File: src/common/rvExec_cfg.svh
`ifndef RVEXEC_CFG_SVH
`define RVEXEC_CFG_SVH

`define RV_XLEN     32              // Register width in bits
`define RV_NUM_REGS 32              // Architectural registers incl. x0

// RV32I major opcodes handled by the slice
`define OPC_LUI     7'b0110111      // U format
`define OPC_AUIPC   7'b0010111      // U format
`define OPC_JAL     7'b1101111      // J format
`define OPC_JALR    7'b1100111      // I format
`define OPC_BRANCH  7'b1100011      // B format
`define OPC_OP      7'b0110011      // Register-register ALU
`define OPC_OPIMM   7'b0010011      // Register-immediate ALU
`define OPC_STORE   7'b0100011      // S format, immediate decode only

// Conditional branch funct3 codes
`define F3_BEQ      3'b000
`define F3_BNE      3'b001
`define F3_BLT      3'b100          // Signed
`define F3_BGE      3'b101          // Signed
`define F3_BLTU     3'b110
`define F3_BGEU     3'b111

`endif

File: src/common/rvExecPkg.sv
`include "rvExec_cfg.svh"

package rvExecPkg;

    // Register values, immediates, PCs and results
    typedef logic [`RV_XLEN-1:0] dataWordT;

    // Register index
    typedef logic [$clog2(`RV_NUM_REGS)-1:0] regAddrT;

    typedef logic [6:0] opcodeT;        // Major opcode field
    typedef logic [2:0] funct3T;        // Minor operation field

    // Raw instruction word as fetched
    typedef logic [31:0] instrWordT;

endpackage

File: src/execute/aluUnit.sv
`timescale 1ns/100ps
`include "rvExec_cfg.svh"

module aluUnit (
    input  rvExecPkg::opcodeT   opcode,
    input  rvExecPkg::funct3T   funct3,         // ALU operation
    input  logic                altOp,          // SUB or arithmetic shift
    input  rvExecPkg::dataWordT immediate,
    input  rvExecPkg::dataWordT rData1,
    input  rvExecPkg::dataWordT rData2,
    output rvExecPkg::dataWordT aluData
);

    logic                isOp;
    logic                isOpImm;
    rvExecPkg::dataWordT opB;                   // Second operand
    logic [4:0]          shAmt;
    rvExecPkg::dataWordT result;

    assign isOp    = (opcode == `OPC_OP);
    assign isOpImm = (opcode == `OPC_OPIMM);
    assign opB     = isOpImm ? immediate : rData2;
    assign shAmt   = opB[4:0];                  // Low five bits only

    always_comb begin
        case (funct3)
            3'b000: begin                       // ADD/ADDI/SUB
                if (isOp && altOp) begin
                    result = rData1 - opB;      // No SUBI in RV32I
                end else begin
                    result = rData1 + opB;
                end
            end
            3'b001: result = rData1 << shAmt;   // SLL
            3'b010: result = {31'b0, $signed(rData1) < $signed(opB)};   // SLT
            3'b011: result = {31'b0, rData1 < opB};                     // SLTU
            3'b100: result = rData1 ^ opB;      // XOR
            3'b101: begin
                if (altOp) begin
                    result = $signed(rData1) >>> shAmt;     // SRA
                end else begin
                    result = rData1 >> shAmt;   // SRL
                end
            end
            3'b110: result = rData1 | opB;      // OR
            default: result = rData1 & opB;     // AND
        endcase
    end

    // Zero outside the two ALU groups
    assign aluData = (isOp || isOpImm) ? result : '0;

endmodule

File: src/execute/branchUnit.sv
`timescale 1ns/100ps
`include "rvExec_cfg.svh"

module branchUnit (
    input  rvExecPkg::opcodeT   opcode,
    input  rvExecPkg::funct3T   funct3,         // Branch condition
    input  rvExecPkg::dataWordT immediate,
    input  rvExecPkg::dataWordT pc,             // PC of this instruction
    input  rvExecPkg::dataWordT rData1,         // Compare operand and JALR base
    input  rvExecPkg::dataWordT rData2,         // Compare operand
    output rvExecPkg::dataWordT branchTarget,   // Redirect PC
    output logic                branchTaken,
    output rvExecPkg::dataWordT linkData,       // rd value for U and jump types
    output logic                branchFlush     // Kill the slot behind
);

    logic                isEq;
    logic                isLt;                  // Signed
    logic                isLtu;                 // Unsigned
    logic                condTrue;
    rvExecPkg::dataWordT pcRel;                 // PC plus immediate
    rvExecPkg::dataWordT regRel;                // rs1 plus immediate
    rvExecPkg::dataWordT pcNext;                // Return address

    assign isEq   = (rData1 == rData2);
    assign isLt   = ($signed(rData1) < $signed(rData2));
    assign isLtu  = (rData1 < rData2);
    assign pcRel  = pc + immediate;
    assign regRel = rData1 + immediate;
    assign pcNext = pc + 32'd4;

    always_comb begin
        case (funct3)
            `F3_BEQ:  condTrue = isEq;
            `F3_BNE:  condTrue = ~isEq;
            `F3_BLT:  condTrue = isLt;
            `F3_BGE:  condTrue = ~isLt;
            `F3_BLTU: condTrue = isLtu;
            `F3_BGEU: condTrue = ~isLtu;
            default:  condTrue = 1'b0;          // 010 and 011 never taken
        endcase
    end

    always_comb begin
        branchTaken  = 1'b0;
        branchTarget = '0;
        linkData     = '0;
        case (opcode)
            `OPC_LUI:   linkData = immediate;
            `OPC_AUIPC: linkData = pcRel;
            `OPC_JAL: begin
                branchTaken  = 1'b1;
                branchTarget = pcRel;
                linkData     = pcNext;
            end
            `OPC_JALR: begin
                branchTaken  = 1'b1;
                branchTarget = {regRel[31:1], 1'b0};    // LSB cleared
                linkData     = pcNext;
            end
            `OPC_BRANCH: begin
                branchTaken  = condTrue;
                branchTarget = condTrue ? pcRel : '0;   // Zero when not taken
            end
            default: ;                          // Not a control transfer
        endcase
    end

    assign branchFlush = branchTaken;           // Every taken transfer flushes

endmodule

File: src/logic/instrDecode.sv
`timescale 1ns/100ps
`include "rvExec_cfg.svh"

module instrDecode (
    input  logic                 clk,
    input  logic                 arstN,
    input  logic                 instrValid,    // Strobe from the stage ahead
    input  rvExecPkg::instrWordT instr,
    input  rvExecPkg::dataWordT  pc,
    input  logic                 squash,        // Taken transfer in execute
    output logic                 exValid,       // Execute slot occupied
    output rvExecPkg::opcodeT    opcode,
    output rvExecPkg::funct3T    funct3,
    output logic                 altOp,         // SUB and SRA/SRAI marker
    output rvExecPkg::regAddrT   rd,
    output rvExecPkg::regAddrT   rs1,
    output rvExecPkg::regAddrT   rs2,
    output rvExecPkg::dataWordT  immediate,     // Sign-extended
    output rvExecPkg::dataWordT  exPc
);

    rvExecPkg::instrWordT instrQ;               // Decode register
    rvExecPkg::dataWordT  pcQ;                  // PC of the instruction in execute
    logic                 accept;

    assign accept = instrValid & ~squash;       // Slot behind a taken jump is dropped

    always_ff @(posedge clk or negedge arstN) begin
        if (!arstN) begin
            exValid <= 1'b0;
        end else begin
            exValid <= accept;                  // Clears on idle or squash
        end
    end

    always_ff @(posedge clk) begin
        if (accept) begin
            instrQ <= instr;
            pcQ    <= pc;
        end
    end

    // Fixed field positions of RV32I
    assign opcode = instrQ[6:0];
    assign rd     = instrQ[11:7];
    assign funct3 = instrQ[14:12];
    assign rs1    = instrQ[19:15];
    assign rs2    = instrQ[24:20];
    assign altOp  = instrQ[30];
    assign exPc   = pcQ;

    always_comb begin
        case (opcode)
            `OPC_LUI, `OPC_AUIPC:                                       // U format
                immediate = {instrQ[31:12], 12'b0};
            `OPC_JAL:                                                   // J format
                immediate = {{12{instrQ[31]}}, instrQ[19:12], instrQ[20],
                             instrQ[30:21], 1'b0};
            `OPC_BRANCH:                                                // B format
                immediate = {{20{instrQ[31]}}, instrQ[7], instrQ[30:25],
                             instrQ[11:8], 1'b0};
            `OPC_STORE:                                                 // S format
                immediate = {{20{instrQ[31]}}, instrQ[31:25], instrQ[11:7]};
            default:                                                    // I format
                immediate = {{20{instrQ[31]}}, instrQ[31:20]};
        endcase
    end

    // A squash comes only from a valid transfer and empties the next slot
    squashDropsSlot: assert property (
        @(posedge clk) disable iff (!arstN)
        squash |-> exValid ##1 !exValid
    ) else $error("instrDecode: squash without a valid slot or exValid rose after it");

endmodule

File: src/logic/regFile.sv
`timescale 1ns/100ps
`include "rvExec_cfg.svh"

module regFile (
    input  logic                clk,
    input  logic                arstN,
    input  rvExecPkg::regAddrT  rs1,
    input  rvExecPkg::regAddrT  rs2,
    output rvExecPkg::dataWordT rData1,         // Asynchronous read
    output rvExecPkg::dataWordT rData2,
    input  logic                wrEn,
    input  rvExecPkg::regAddrT  wrAddr,
    input  rvExecPkg::dataWordT wrData
);

    rvExecPkg::dataWordT regs [`RV_NUM_REGS];

    always_ff @(posedge clk or negedge arstN) begin
        if (!arstN) begin
            for (int i = 0; i < `RV_NUM_REGS; i++) begin
                regs[i] <= '0;
            end
        end else if (wrEn && (wrAddr != '0)) begin  // x0 never written
            regs[wrAddr] <= wrData;
        end
    end

    // x0 stays zero from reset
    assign rData1 = regs[rs1];
    assign rData2 = regs[rs2];

    x0ReadsZero1: assert property (
        @(posedge clk) disable iff (!arstN)
        (rs1 == '0) |-> (rData1 == '0)
    ) else $error("regFile: x0 read nonzero on port 1");

    x0ReadsZero2: assert property (
        @(posedge clk) disable iff (!arstN)
        (rs2 == '0) |-> (rData2 == '0)
    ) else $error("regFile: x0 read nonzero on port 2");

endmodule

File: src/logic/rvExecTop.sv
`timescale 1ns/100ps

module rvExecTop (
    input  logic                 clk,
    input  logic                 arstN,
    input  logic                 instrValid,
    input  rvExecPkg::instrWordT instr,
    input  rvExecPkg::dataWordT  pc,
    output logic                 resValid,
    output logic                 pcSrc,         // Redirect request
    output rvExecPkg::dataWordT  pcBranch,
    output logic                 flush,
    output logic                 wbEn,
    output rvExecPkg::regAddrT   wbAddr,
    output rvExecPkg::dataWordT  wbData
);

    // Decode register outputs
    logic                exValid;
    rvExecPkg::opcodeT   opcode;
    rvExecPkg::funct3T   funct3;
    logic                altOp;
    rvExecPkg::regAddrT  rd;
    rvExecPkg::regAddrT  rs1;
    rvExecPkg::regAddrT  rs2;
    rvExecPkg::dataWordT immediate;
    rvExecPkg::dataWordT exPc;

    rvExecPkg::dataWordT rData1;                // Operands
    rvExecPkg::dataWordT rData2;

    rvExecPkg::dataWordT branchTarget;
    logic                branchTaken;
    logic                branchFlush;
    rvExecPkg::dataWordT linkData;
    rvExecPkg::dataWordT aluData;

    logic                squash;
    logic                wrEn;                  // Write-through port
    rvExecPkg::regAddrT  wrAddr;
    rvExecPkg::dataWordT wrData;

    instrDecode i_decode (
        .clk, .arstN, .instrValid, .instr, .pc, .squash,
        .exValid, .opcode, .funct3, .altOp, .rd, .rs1, .rs2, .immediate, .exPc
    );

    regFile i_regFile (
        .clk, .arstN, .rs1, .rs2, .rData1, .rData2, .wrEn, .wrAddr, .wrData
    );

    branchUnit i_branch (
        .opcode, .funct3, .immediate, .pc(exPc), .rData1, .rData2,
        .branchTarget, .branchTaken, .linkData, .branchFlush
    );

    aluUnit i_alu (
        .opcode, .funct3, .altOp, .immediate, .rData1, .rData2, .aluData
    );

    writeback i_writeback (
        .clk, .arstN, .exValid, .opcode, .rd,
        .branchTarget, .branchTaken, .branchFlush, .linkData, .aluData,
        .squash, .wrEn, .wrAddr, .wrData,
        .resValid, .pcSrc, .pcBranch, .flush, .wbEn, .wbAddr, .wbData
    );

endmodule

File: src/logic/writeback.sv
`timescale 1ns/100ps
`include "rvExec_cfg.svh"

module writeback (
    input  logic                clk,
    input  logic                arstN,
    input  logic                exValid,
    input  rvExecPkg::opcodeT   opcode,
    input  rvExecPkg::regAddrT  rd,
    input  rvExecPkg::dataWordT branchTarget,
    input  logic                branchTaken,
    input  logic                branchFlush,
    input  rvExecPkg::dataWordT linkData,
    input  rvExecPkg::dataWordT aluData,
    output logic                squash,         // Back to decode
    output logic                wrEn,           // Register file write port
    output rvExecPkg::regAddrT  wrAddr,
    output rvExecPkg::dataWordT wrData,
    output logic                resValid,       // One pulse per accepted instr
    output logic                pcSrc,
    output rvExecPkg::dataWordT pcBranch,
    output logic                flush,
    output logic                wbEn,
    output rvExecPkg::regAddrT  wbAddr,
    output rvExecPkg::dataWordT wbData
);

    logic isLink;                               // LUI, AUIPC, JAL, JALR
    logic isAlu;                                // OP, OP-IMM

    assign isLink = (opcode == `OPC_LUI) || (opcode == `OPC_AUIPC) ||
                    (opcode == `OPC_JAL) || (opcode == `OPC_JALR);
    assign isAlu  = (opcode == `OPC_OP) || (opcode == `OPC_OPIMM);

    assign squash = exValid & branchFlush;
    assign wrEn   = exValid & (isLink | isAlu) & (rd != '0);
    assign wrAddr = rd;
    assign wrData = isLink ? linkData : (isAlu ? aluData : '0);   // No-op reports zero

    always_ff @(posedge clk or negedge arstN) begin
        if (!arstN) begin
            resValid <= 1'b0;
            pcSrc    <= 1'b0;
            flush    <= 1'b0;
            wbEn     <= 1'b0;
            pcBranch <= '0;
            wbAddr   <= '0;
            wbData   <= '0;
        end else begin
            resValid <= exValid;
            pcSrc    <= exValid & branchTaken;
            flush    <= squash;
            wbEn     <= wrEn;
            if (exValid) begin                  // Data holds while idle
                pcBranch <= branchTaken ? branchTarget : '0;
                wbAddr   <= rd;
                wbData   <= wrData;
            end
        end
    end

    redirectFlushes: assert property (@(posedge clk) disable iff (!arstN) pcSrc |-> flush)
        else $error("writeback: pcSrc without flush");

    writeNotX0: assert property (@(posedge clk) disable iff (!arstN) wbEn |-> (wbAddr != '0))
        else $error("writeback: write reported to x0");

endmodule

File: config.mk
export PLATFORM = sky130hd
export DESIGN_NAME = rvExecTop
export DESIGN_NICKNAME = d
export VERILOG_FILES = /design/src/common/rvExecPkg.sv /design/src/execute/aluUnit.sv /design/src/execute/branchUnit.sv /design/src/logic/instrDecode.sv /design/src/logic/regFile.sv /design/src/logic/rvExecTop.sv /design/src/logic/writeback.sv
export VERILOG_INCLUDE_DIRS = /design/src /design/src/common
export SDC_FILE = /design/constraint.sdc
export NUM_CORES = 2
export LEC_CHECK = 0
export BUFFER_PORTS_ARGS = -buffer_cell sky130_fd_sc_hd__buf_2
export CAP_MARGIN = 0
export CORE_MARGIN = 1
export CORE_UTILIZATION = 50
export DETAILED_ROUTE_END_ITERATION = 10
export PLACE_DENSITY = 0.72
export SYNTH_ARGS = -nofsm -noshare
export SYNTH_HDL_FRONTEND = slang
export SYNTH_SLANG_ARGS = --single-unit
File: constraint.sdc
create_clock -name clk -period 7.4 [get_ports clk]
set_clock_uncertainty 0.1 [all_clocks]
set_input_delay 0.37 -clock clk [delete_from_list [all_inputs] [get_ports clk]]
set_output_delay 0.37 -clock clk [all_outputs]
set_load 0.01 [all_outputs]
==> out/results.md <==
| Step | Quantity | Reported |
|---|---|---|
| status | Outcome | finished with violations |
| status | Failing checks | setup timing |
| clock network | Number of clock buffers inserted by TritonCTS | 131 |
| synthesis | Yosys reg bits | 1161 |
| hold path | Min-Delay Path Depth | 3 |
| sta | Max-slew headroom | 7.89% |
| die | Starting density of the core | 50.4% |
| global route | Number of antenna violations at the first check in global routing | 9 |
| synthesis | Number of enable flip-flop cells after synthesis | 64 |
| placed design | Placed cell count | 9196 |
| job | Max-capacitance violation count | 0 |
| finish | Number of nets in the final layout | 7645 |
| worst setup path | Data arrival at the endpoint of the critical path | 8.12 ns |
| detailed routing | DR vias/cell | 7.21 |
| synthesis | Net Count, Synth | 7679 |
| die | Die outline height | 391 um |
| global route | Global routing usage summed across all routing layers | 42.1% |
| clock network | Clock sink count | 1161 |
| global route | Largest net degree at the start of global routing | 176 |
| die | Die footprint | 153000 um^2 |
| power | Leakage power total | 36.2 nW |
| power | Fraction of power consumed by sequential logic | 40.1% |
| worst setup path | Worst Path Class, Setup | flip-flop to flip-flop |
| power | Share of power burned in combinational logic | 17.7% |
| synthesis | Yosys warning count | 0 |
| detailed routing | DR iter-0 viols | 11000 |
| synthesis | Prevailing post-synth register cell | dfrtp_1 |
| finish | Commonest non-fill, non-tap cell in the layout | dfrtp_1 |
| sta | Clock period minus final worst setup slack | 7.49 ns |
| synthesis | Fraction of registers with async set/reset | 94.5% |
| sta | Final clock period utilization by the worst path | 101% |
| global route | Remaining global-route overflow | 0 |
| die | Horizontal die dimension | 391 um |
| synthesis | Cells after synthesis | 7417 |
| finish | Fraction of final layout cells sized beyond drive strength 1 | 21.1% |
| worst setup path | Sort of element at the start of the critical path | flip-flop |
| detailed routing | Total iterations of the first detailed-routing run | 7 |
| placed design | Cell area after placement | 79200 um^2 |
| detailed routing | Count of vias placed by the detailed router | 68600 |
| placed design | Port Buffers | 139 |
| sta | Final number of max-transition violations | 0 |
| placed design | Worst setup timing slack at the placement stage | 0.359 ns |
| sta | Number of hold violations in the final report | 0 |
| worst setup path | Critical-path maximum fanout | 32 |
| global route | Global-route wire length before repair | 468000 um |
| clock network | Clock Path Buffers | 3 |
| finish | Most frequent cells in the layout | 1096 x dfrtp_1, 756 x nand2_1, 483 x a21oi_1, 469 x mux2i_1, 456 x o21ai_0 |
| power | Maximum ir drop on the vdd rail | 237 uV |
| global route | Met2 Resource Use GR | 59.3% |
| sta | Worst Slack Setup Final | -0.0945 ns |
| sta | Setup repair after global routing missed its margin | false |
| worst setup path | Cell count of the worst reg-to-reg path | 21 |
| finish | Non-filler cells in the finished layout | 9509 |
| placed design | Hpwl dp | 218000 um |
| detailed routing | Final routed wirelength across all metal layers | 325000 um |
| global route | Number of global-route vias before repair | 66400 |
| finish | Post-route standard cell area excluding fillers | 84500 um^2 |
| detailed routing | Antenna-violating nets left | 0 |
| global route | Routing layer with the top usage in global route | met2 |
| power | Cell internal pwr | 11.5 mW |
| power | Power density over cell area | 194 nW/um^2 |
| sta | Worst hold margin | 0.105 ns |
| clock network | Clock H-tree levels | 4 |
| die | I/O pins | 140 |
| power | Clock group share of total power | 42.2% |
| clock network | Worst-skew pair later-pin latency | 0.81 ns |
| power | Net switching power of the design | 4.90 mW |
| clock network | CTS tree | done |
| clock network | CTS Root Cell | clkbuf_16 |
| synthesis | Post-Synthesis Mean Instance Area | 10.2 um^2 |
| die | Core Region | 150000 um^2 |
| synthesis | Number of unique standard cell types used by synthesis | 109 |
| global route | Global Route met3 Usage | 14.3% |
| finish | Area delta synth->final | 11.7% |
| sta | Actual slew at the worst max-slew pin | 1.37 ns |
| die | Num rows | 142 |
| power | Net switching fraction of the power | 29.9% |
| worst setup path | Kind of capture point of the worst setup path | flip-flop |
| global route | Met1 track demand over resource in global routing | 54.6% |
| worst setup path | Required time worst endpoint | 8.02 ns |
| detailed routing | DRC errors left | 0 |
| synthesis | Area of the mapped netlist | 75600 um^2 |
| detailed routing | Routed length per placed instance | 34.2 um |
| sta | F_max | 133 MHz |
| sta | Setup-failing EPs final | 64 |
| hold path | Hold/Removal Path Class | input pin to flip-flop |
| placed design | Final RePlAce weighted congestion | 1.08 |
| clock network | Clock transition time at the flip-flop clock pins of the worst setup and hold paths | 0.06 ns |
| synthesis | Seq/Total Area, Yosys | 38.8% |
cells in the mapped netlist (all sizes together) (43+ instances only):
cell type	instances	area [um^2]
nor2	411	1560
o31ai	151	1140
a21o	70	526
nand2b	46	288
clkbuf	496	1870
dfrtp	1097	27500
nand3	207	1040
o22ai	100	638
a21oi	489	2460
o211ai	53	398
ha	191	2390
mux4	418	9410
xor2	43	377
o21ai	568	2850
inv	130	493
xnor2	53	464
nor3	125	631
edfxtp	64	1920
a22oi	201	1520
buf	232	1460
nand4	91	607
a31oi	59	369
mux2	272	3180
o221ai	55	494
mux2i	470	4700
nand2	787	2950
worst paths after layout:
| path | slack (ns) | start | end |
|---|---|---|---|
| setup / recovery | -0.09 | i_decode.instrQ[15] | i_regFile.regs[732] |
| hold / removal | 0.11 | instrValid | i_decode.exValid |
| setup reg to reg | -0.09 | i_decode.instrQ[15] | i_regFile.regs[732] |
| hold reg to reg | 0.30 | i_regFile.regs[997] | i_regFile.regs[997] |
| max in group asynchronous | 5.04 | arstN | i_regFile.regs[603] |
| min in group asynchronous | 0.19 | arstN | i_regFile.regs[211] |
cells by family (layout without fill, tap and decap cells):
logic type | after synthesis | count (layout) | share of synthesized area (%)
multiplexers | 1160 | 1160 | 22.9
other | 0 | 7 | 0
adder cells (fa/ha/maj) | 195 | 195 | 3.27
buffers and inverters | 859 | 928 | 5.06
AND/OR/NAND/NOR | 1849 | 1849 | 11.0
flip-flops | 1161 | 1161 | 38.8
AO/OA/AOI/OAI | 2097 | 2097 | 17.8
XOR/XNOR | 96 | 96 | 1.11
layout make-up:
type / instances / area (um^2)
Inverter: 131 / 497
Timing Repair Buffer: 561 / 4500
Sequential cell: 1161 / 29400
Fill cell: 12700 / 65500
Clock inverter: 47 / 619
Tap cell: 2016 / 2520
Antenna cell: 7 / 17.5
Multi-Input combinational cell: 5397 / 43000
Clock buffer: 189 / 3910
repair_timing:
action | CTS | global route
resized for setup | 0 | 1
endpoints found under the setup margin | 0 | 84
hold endpoints to repair | 135 | 0
buffers inserted | 0 | 5
hold buffers | 65 | 0
per-stage QoR:
| step | power, mW | util, % | setup TNS (ns) |
|---|---|---|---|
| after floorplan | 8.33 | - | 0 |
| after global placement | 9.40 | 52.8 | 0 |
| after detailed placement | 9.41 | 52.8 | 0 |
| after CTS | 16.3 | 56.3 | 0 |
| after global routing | 16.8 | 56.3 | 0 |
| final | 16.4 | 56.3 | -3.14 |
registers in the layout, indices dropped and copies added, names as in the netlist:
signal / flops
i_decode.exPc: 32
i_writeback.flush: 1
i_decode.instrQ: 32
i_writeback.pcBranch: 32
i_writeback.wbEn: 1
i_writeback.wbAddr: 5
i_regFile.regs: 1024
i_writeback.wbData: 32
i_decode.exValid: 1
i_writeback.resValid: 1
critical path, cell delays in order, from the launching register on:
cell and delay, ns:
edfxtp_1 0.98, nor2b_1 0.24, a22o_1 0.27, o31ai_1 0.79
nor2_1 0.18, inv_1 0.20, ha_1 0.28, inv_1 0.09
fa_1 0.47, o21bai_1 0.41, a2111o_1 0.38, nand3_1 0.25
a21oi_1 0.32, a221oi_1 0.12, buf_4 0.19, o21ai_0 0.49
a311oi_1 0.20, a211o_1 0.31, a21oi_2 0.28, buf_4 0.39
o311ai_0 0.23, nand3_1 0.18
layer usage:
layer	vias up	routed length (um)
met5	-	17
met4	2	26700
met3	1413	45700
met2	5396	134000
met1	33900	118000
li1	27900	-
power by group through the flow:
stage / clock (mW) / sequential [mW] / combinational (mW)
CTS: 6.92 / 6.57 / 2.76
detailed placement: 0 / 6.68 / 2.72
finish: 6.91 / 6.57 / 2.90
floorplan: 0 / 6.65 / 1.68
global route: 7.19 / 6.58 / 2.99
global placement: 0 / 6.68 / 2.72
Note: power is estimated with default switching activity, not from simulation.
